===== config.mk =====
export PLATFORM = sky130hd
export DESIGN_NAME = mcu_top
export DESIGN_NICKNAME = d
export VERILOG_FILES = /design/src/hdl/mcu_map_pkg.sv /design/src/hdl/mcu_isa_pkg.sv /design/src/hdl/mcu_bus_if.sv /design/src/hdl/mcu_top.sv /design/src/hdl/mcu_periph.sv /design/src/hdl/mcu_ram.sv /design/src/hdl/mcu_rom.sv /design/src/hdl/mcu_cpu.sv
export SDC_FILE = /design/constraint.sdc
export NUM_CORES = 1
export LEC_CHECK = 0
export BUFFER_PORTS_ARGS = -buffer_cell sky130_fd_sc_hd__buf_4
export CELL_PAD_IN_SITES_DETAIL_PLACEMENT = 0
export CELL_PAD_IN_SITES_GLOBAL_PLACEMENT = 1
export CORE_UTILIZATION = 25
export CTS_BUF_LIST = sky130_fd_sc_hd__clkbuf_4
export DETAILED_ROUTE_END_ITERATION = 12
export PLACE_DENSITY = 0.5
export SYNTH_ARGS = -nofsm -noshare
export SYNTH_HDL_FRONTEND = slang
export SYNTH_SLANG_ARGS = --single-unit

===== constraint.sdc =====
create_clock -name clk -period 8.3 [get_ports clk]
set_input_delay 1.245 -clock clk [delete_from_list [all_inputs] [get_ports clk]]
set_output_delay 1.245 -clock clk [all_outputs]
set_load 0.02 [all_outputs]

===== src/hdl/mcu_map_pkg.sv =====
package mcu_map_pkg;

    // region bases, ROM sits below ram_base
    localparam logic [7:0] ram_base    = 8'h80;
    localparam logic [7:0] periph_base = 8'hee;

    // gpio registers
    localparam logic [7:0] reg_gpi_lo = 8'hf1;
    localparam logic [7:0] reg_gpi_hi = 8'hf2;
    localparam logic [7:0] reg_gpo_lo = 8'hf3;
    localparam logic [7:0] reg_gpo_hi = 8'hf4;

    // timer flag, a write clears it
    localparam logic [7:0] reg_tmr_flag = 8'hf9;

    // clock cycles per timer tick
    localparam logic [15:0] tmr_prescale = 16'd200;

    // RAM cells used by the program
    localparam logic [7:0] key_addr = 8'h80;
    localparam logic [7:0] cnt_addr = 8'h81;

endpackage


===== src/hdl/mcu_isa_pkg.sv =====
package mcu_isa_pkg;

    // datapath and address widths
    localparam int word_w = 8;
    localparam int addr_w = 8;

    // every instruction is opcode byte then argument byte
    typedef enum logic [7:0] {
        op_ldi  = 8'h10,
        op_lda  = 8'h20,
        op_sta  = 8'h21,
        op_add  = 8'h30,
        op_xor  = 8'h31,
        op_and  = 8'h32,
        op_jmp  = 8'h40,
        op_jz   = 8'h41,
        op_dbg  = 8'h50,
        op_halt = 8'h5f
    } opcode_t;

    // st_mem only for loads, stores and ALU ops
    typedef enum logic [2:0] {
        st_fetch_op  = 3'd0,
        st_fetch_arg = 3'd1,
        st_exec      = 3'd2,
        st_mem       = 3'd3,
        st_halt      = 3'd4
    } cpu_state_t;

endpackage

===== src/hdl/mcu_bus_if.sv =====
`timescale 1ns/1ps

interface mcu_bus_if (
    input logic clk
);
    import mcu_isa_pkg::*;

    logic [addr_w-1:0] addr;
    logic [word_w-1:0] wdata;
    logic              write_en;

    // each slave drives zero when it is not addressed
    logic [word_w-1:0] rom_rdata;
    logic [word_w-1:0] ram_rdata;
    logic [word_w-1:0] per_rdata;
    logic [word_w-1:0] rdata;

    assign rdata = rom_rdata | ram_rdata | per_rdata;

    modport cpu (
        input  clk,
        output addr,
        output wdata,
        output write_en,
        input  rdata
    );

    modport slave (
        input  clk,
        input  addr,
        input  wdata,
        input  write_en,
        output rom_rdata,
        output ram_rdata,
        output per_rdata
    );

endinterface


===== src/hdl/mcu_top.sv =====
`timescale 1ns/1ps

module mcu_top (
    input  logic        clk,
    input  logic        rst,
    input  logic [15:0] gpi,
    output logic [15:0] gpo,
    output logic        debug,
    output logic        quit
);

    // shared bus, read data is ORed inside the interface
    mcu_bus_if bus (
        .clk(clk)
    );

    mcu_cpu cpu (
        .clk(clk),
        .rst(rst),
        .bus(bus.cpu),
        .debug(debug),
        .quit(quit)
    );

    // 0x00 to 0x7f, program
    mcu_rom mem_inst (
        .clk(clk),
        .bus(bus.slave)
    );

    // 0x80 to 0xed, data
    mcu_ram mem_data (
        .clk(clk),
        .rst(rst),
        .bus(bus.slave)
    );

    // 0xee to 0xff, gpio and timer
    mcu_periph periph (
        .clk(clk),
        .rst(rst),
        .bus(bus.slave),
        .gpi(gpi),
        .gpo(gpo)
    );

endmodule


===== src/hdl/mcu_periph.sv =====
`timescale 1ns/1ps

module mcu_periph (
    input  logic        clk,
    input  logic        rst,
    mcu_bus_if.slave    bus,
    input  logic [15:0] gpi,
    output logic [15:0] gpo
);
    import mcu_isa_pkg::*;
    import mcu_map_pkg::*;

    logic              sel;
    logic [word_w-1:0] rd_mux;
    logic [15:0]       presc;
    logic              tick;
    logic              tmr_flag;
    logic              flag_clr;

    assign sel = (bus.addr >= periph_base);

    always_comb begin
        case (bus.addr)
            reg_gpi_lo:   rd_mux = gpi[7:0];
            reg_gpi_hi:   rd_mux = gpi[15:8];
            reg_gpo_lo:   rd_mux = gpo[7:0];
            reg_gpo_hi:   rd_mux = gpo[15:8];
            reg_tmr_flag: rd_mux = {7'b0, tmr_flag};
            default:      rd_mux = '0;
        endcase
    end

    always_ff @(posedge clk) begin
        if (rst) begin
            bus.per_rdata <= '0;
        end else begin
            bus.per_rdata <= sel ? rd_mux : '0;
        end
    end

    // gpo bytes only change on a CPU write
    always_ff @(posedge clk) begin
        if (rst) begin
            gpo <= '0;
        end else if (bus.write_en && sel) begin
            case (bus.addr)
                reg_gpo_lo: gpo[7:0]  <= bus.wdata;
                reg_gpo_hi: gpo[15:8] <= bus.wdata;
                default:    gpo       <= gpo;
            endcase
        end
    end

    // prescaler wraps every tmr_prescale cycles
    assign tick = (presc == tmr_prescale - 16'd1);

    always_ff @(posedge clk) begin
        if (rst) begin
            presc <= '0;
        end else begin
            presc <= tick ? '0 : presc + 16'd1;
        end
    end

    assign flag_clr = bus.write_en && (bus.addr == reg_tmr_flag);

    // sticky flag, a new tick wins over a clear in the same cycle
    always_ff @(posedge clk) begin
        if (rst) begin
            tmr_flag <= 1'b0;
        end else if (tick) begin
            tmr_flag <= 1'b1;
        end else if (flag_clr) begin
            tmr_flag <= 1'b0;
        end
    end

endmodule


===== src/hdl/mcu_ram.sv =====
`timescale 1ns/1ps

module mcu_ram (
    input logic      clk,
    input logic      rst,
    mcu_bus_if.slave bus
);
    import mcu_isa_pkg::*;
    import mcu_map_pkg::*;

    logic [word_w-1:0] mem [periph_base - ram_base];
    logic [addr_w-1:0] offs;
    logic              sel;

    // window ends where the peripherals start
    assign sel  = (bus.addr >= ram_base) && (bus.addr < periph_base);
    assign offs = bus.addr - ram_base;

    always_ff @(posedge clk) begin
        if (sel && bus.write_en) begin
            mem[offs[6:0]] <= bus.wdata;
        end
    end

    // registered read, zero when another block is addressed
    always_ff @(posedge clk) begin
        if (rst) begin
            bus.ram_rdata <= '0;
        end else if (sel) begin
            bus.ram_rdata <= mem[offs[6:0]];
        end else begin
            bus.ram_rdata <= '0;
        end
    end

endmodule


===== src/hdl/mcu_rom.sv =====
`timescale 1ns/1ps

module mcu_rom (
    input logic      clk,
    mcu_bus_if.slave bus
);
    import mcu_isa_pkg::*;
    import mcu_map_pkg::*;

    // fixed program, two bytes per instruction
    function automatic logic [word_w-1:0] rom_byte(input logic [6:0] a);
        case (a)
            // key and counter setup
            7'h00: rom_byte = op_ldi;
            7'h01: rom_byte = 8'h5a;
            7'h02: rom_byte = op_sta;
            7'h03: rom_byte = key_addr;
            7'h04: rom_byte = op_ldi;
            7'h05: rom_byte = 8'h00;
            7'h06: rom_byte = op_sta;
            7'h07: rom_byte = cnt_addr;
            // main loop at 0x08, gpo low = gpi low ^ key
            7'h08: rom_byte = op_lda;
            7'h09: rom_byte = key_addr;
            7'h0a: rom_byte = op_xor;
            7'h0b: rom_byte = reg_gpi_lo;
            7'h0c: rom_byte = op_sta;
            7'h0d: rom_byte = reg_gpo_lo;
            // poll timer, skip to 0x1c when no tick
            7'h0e: rom_byte = op_lda;
            7'h0f: rom_byte = reg_tmr_flag;
            7'h10: rom_byte = op_jz;
            7'h11: rom_byte = 8'h1c;
            7'h12: rom_byte = op_sta;
            7'h13: rom_byte = reg_tmr_flag;
            7'h14: rom_byte = op_lda;
            7'h15: rom_byte = cnt_addr;
            7'h16: rom_byte = op_add;
            7'h17: rom_byte = 8'h7f;
            7'h18: rom_byte = op_sta;
            7'h19: rom_byte = cnt_addr;
            7'h1a: rom_byte = op_sta;
            7'h1b: rom_byte = reg_gpo_hi;
            7'h1c: rom_byte = op_dbg;
            // halt request on gpi[15]
            7'h1e: rom_byte = op_lda;
            7'h1f: rom_byte = reg_gpi_hi;
            7'h20: rom_byte = op_and;
            7'h21: rom_byte = 8'h7e;
            7'h22: rom_byte = op_jz;
            7'h23: rom_byte = 8'h08;
            7'h24: rom_byte = op_halt;
            // constant pool
            7'h7e: rom_byte = 8'h80;
            7'h7f: rom_byte = 8'h01;
            default: rom_byte = '0;
        endcase
    endfunction

    always_ff @(posedge clk) begin
        bus.rom_rdata <= bus.addr[7] ? '0 : rom_byte(bus.addr[6:0]);
    end

endmodule


===== src/hdl/mcu_cpu.sv =====
`timescale 1ns/1ps

module mcu_cpu (
    input  logic   clk,
    input  logic   rst,
    mcu_bus_if.cpu bus,
    output logic   debug,
    output logic   quit
);
    import mcu_isa_pkg::*;

    cpu_state_t        state;
    opcode_t           ir;
    logic [addr_w-1:0] pc;
    logic [addr_w-1:0] pc_step;
    logic [addr_w-1:0] arg_q;
    logic [word_w-1:0] acc;

    assign pc_step = pc + addr_w'(2);

    // address mux, data for the address arrives one cycle later
    always_comb begin
        case (state)
            st_fetch_arg: bus.addr = pc + addr_w'(1);
            // argument byte is on rdata, use it as operand address
            st_exec:      bus.addr = bus.rdata;
            st_mem:       bus.addr = arg_q;
            default:      bus.addr = pc;
        endcase
    end

    assign bus.wdata    = acc;
    assign bus.write_en = (state == st_mem) && (ir == op_sta);

    assign debug = (state == st_exec) && (ir == op_dbg);
    assign quit  = (state == st_halt);

    always_ff @(posedge clk) begin
        if (rst) begin
            state <= st_fetch_op;
            ir    <= op_ldi;
            pc    <= '0;
            arg_q <= '0;
            acc   <= '0;
        end else begin
            case (state)
                st_fetch_op: begin
                    state <= st_fetch_arg;
                end
                st_fetch_arg: begin
                    // opcode byte from the fetch_op address
                    ir    <= opcode_t'(bus.rdata);
                    state <= st_exec;
                end
                st_exec: begin
                    arg_q <= bus.rdata;
                    case (ir)
                        op_ldi: begin
                            acc   <= bus.rdata;
                            pc    <= pc_step;
                            state <= st_fetch_op;
                        end
                        op_jmp: begin
                            pc    <= bus.rdata;
                            state <= st_fetch_op;
                        end
                        op_jz: begin
                            pc    <= (acc == '0) ? bus.rdata : pc_step;
                            state <= st_fetch_op;
                        end
                        op_lda, op_sta, op_add, op_xor, op_and: begin
                            state <= st_mem;
                        end
                        op_halt: begin
                            state <= st_halt;
                        end
                        // op_dbg and unknown opcodes just move on
                        default: begin
                            pc    <= pc_step;
                            state <= st_fetch_op;
                        end
                    endcase
                end
                st_mem: begin
                    // store happens on this edge via write_en
                    case (ir)
                        op_lda:  acc <= bus.rdata;
                        op_add:  acc <= acc + bus.rdata;
                        op_xor:  acc <= acc ^ bus.rdata;
                        op_and:  acc <= acc & bus.rdata;
                        default: acc <= acc;
                    endcase
                    pc    <= pc_step;
                    state <= st_fetch_op;
                end
                st_halt: begin
                    state <= st_halt;
                end
                default: begin
                    state <= st_fetch_op;
                end
            endcase
        end
    end

endmodule


==> out/metrics.csv <==
metric,value,unit
syn_nets,3329,
CP Data Required Time,9.33,ns
IO Count,36,
initial antenna violation count,7,
die height,404,um
post-synthesis cell type count,75,
most frequent cells in the layout,"edfxtp_1 (880), nand2_1 (751), clkbuf_4 (433), nor2_1 (226), a21oi_1 (191)",
die width,404,um
endpoints failing setup,0,
WL final,138000,um
leak pwr,15.7,nW
Worst Max-Slew Pin Slew,1.13,ns
Placed Area,43100,um2
CTS tree,built,
clock skew,0.114,ns
Most used DFF post-synth,edfxtp_1,
Post-synth EDFFs,880,
core box area,161000,um2
unrepaired setup endpoints after global routing,false,
Post-Synthesis Cell Area,40500,um2
Initial Utilization,25.2,%
die area,163000,um2
starting DRC count in detailed routing,2321,
Synth Warn #,0,
hold buffer count at cts,0,
Overall Global Routing Usage,16.7,%
cells after synthesis,3299,
VDD IR max,0.126,mV
routability cong.,0.808,
Rows,147,
Tcrit/Tclk final,72.0,%
DRC viols,0,
Final Hold Fails,0,
synthesized area per cell,12.3,um2
register area share after synthesis,69.8,%
clk buf depth,4,
via/cell ratio,4.88,
Total Power Consumption,11.2,mW
Worst Reg-to-Reg Cells,11,
Largest register FFs,880,
Num CTS Buffers,296,
Routed Antenna Nets,0,
clock latency on the worst-skew pair,1.27,ns
largest net degree at the start of global routing,166,
first-pass GRT wire length,199000,um
outcome,"finished, final reports clean",
port bufs,35,
Yosys reg bits,972,
nets,3499,
Worst Path Max Fanout,165,
sum of negative setup slack,0,ns
max-slew violations,0,
"area leader, netlist",edfxtp_1,
clk sink count,972,
H-tree Lvls,5,
Final min period,5.98,ns
DRT Pass-1 Iters,8,
crit path kind,reg2reg,
CTS resizes,0,
hold slack final,0.353,ns
Post-CTS Repair Setup Buffers,0,
cell depth of the worst min-delay path,3,
Area Growth Syn to Fin,15.1,%
vias in the first global route,27900,
largest cells by area after synthesis,"edfxtp_1 (65%), nand2_1 (7.0%), dfxtp_1 (4.6%)",
DR WL/cell,23.8,um
Hold Crit Class,in2reg,
fmax,0.167,GHz
post-DP HPWL,82100,um
max-cap viol count,0,
ys async rst share,0,%
Final Cell Area,46600,um2
Synth top area share,65.3,%
Critical Path End Type,register,
clock slew seen by the registers of the worst setup and hold paths,0.05,ns
"Remaining Overflow, GRT",0,
Root Driver,clkbuf_4,
CP startpoint kind,register,
vias,28400,
crit path DAT,7.01,ns
power per cell area,240,nW/um2
share of cells above drive strength 1,15.8,%
Slew Limit Headroom,24.6,%
"commonest non-fill, non-tap cell in the layout",edfxtp_1,
[path summary, 6_finish.rpt]
path                                      start                        end  slack [ns]
worst max-delay path               cpu.state[0]  mem_data.bus.ram_rdata[3]        2.32
worst max register to register     cpu.state[0]  mem_data.bus.ram_rdata[3]        2.32
worst min-delay path                     gpi[6]    periph.bus.per_rdata[6]        0.35
worst min register to register  periph.presc[0]            periph.presc[0]        0.45
[cell usage after synthesis (5+ instances only)]
library cell,count
dfxtp_1,92
a41oi_1,5
xnor2_1,9
nor2_1,229
a32o_1,24
a221oi_1,13
nand3_1,182
nor3_1,36
o22ai_1,13
buf_2,74
xor2_1,7
and2_1,5
edfxtp_1,880
a211oi_1,43
a2111oi_0,30
mux2i_1,41
a22oi_1,40
ha_1,11
a311oi_1,42
or3_1,6
a21o_1,5
a21oi_1,192
o221ai_1,9
and3_1,57
o21ai_0,47
nor4_1,17
nand2b_1,10
o21a_1,5
inv_1,18
buf_1,25
o22a_1,6
clkbuf_1,120
a311o_1,11
nand2_1,754
nand4_1,21
nor2b_1,8
a31oi_1,70
a32oi_1,76
[worst max-delay path, cell delays in order (launching register included)]
cell,delay (ns)
dfxtp_1,0.93
nor3b_2,0.33
a222oi_1,0.36
buf_4,0.65
nand2_8,0.53
buf_12,0.48
a2111oi_0,0.85
a311oi_1,0.19
a32oi_1,0.30
a31oi_1,0.27
nor3_1,0.60
nand2_1,0.14
[area by class of cell]
class / instances / area, um2
well taps: 2160 / 2700
clock buffers: 433 / 3250
multi-input cells: 2086 / 11300
diodes: 5 / 12.5
clock inverters: 42 / 211
flip-flops and latches: 972 / 28300
inverters: 18 / 67.6
fillers: 16500 / 114000
repair buffers: 95 / 788
[metrics by stage]
stage | setup WS, ns | cells | utilization (%)
6_report | 2.32 | 5811 | 29.0
5_1_grt | 1.92 | 5808 | 29.0
4_1_cts | 2.37 | 5806 | 29.0
3_5_place_dp | 2.33 | 5331 | 26.8
3_3_place_gp | 2.32 | 5331 | 26.8
2_1_floorplan | 4.66 | 3299 | -
[cells by family (layout without fill, tap and decap cells)]
family,count (synthesis),count (layout),share of synthesized area (%)
flops,972,972,69.8
xor+xnor,16,16,0.346
fa+ha+maj,12,12,0.390
mux,42,42,1.04
other cells,0,5,0
simple gates,1348,1348,14.2
buf+inv,241,588,2.52
compound gates,668,668,11.6
[layer usage]
layer  wire length, um  vias up  share of wire [%]  GRT usage (%)
li1                  -    13000                  -              -
met1             63100    14100                 46           23.0
met2             61800     1023                 45           25.1
met3              9560      224                6.9           4.51
met4              3960        4                2.9           6.16
met5                26        -              0.019              0
[power breakdown]
part           leakage, nW  switching (mW)  internal (mW)
Sequential            8.90          0.0394           5.31
Clock                 2.09            2.05           2.41
Combinational         4.70            1.01          0.367
Power figures use the tool's default switching activity.
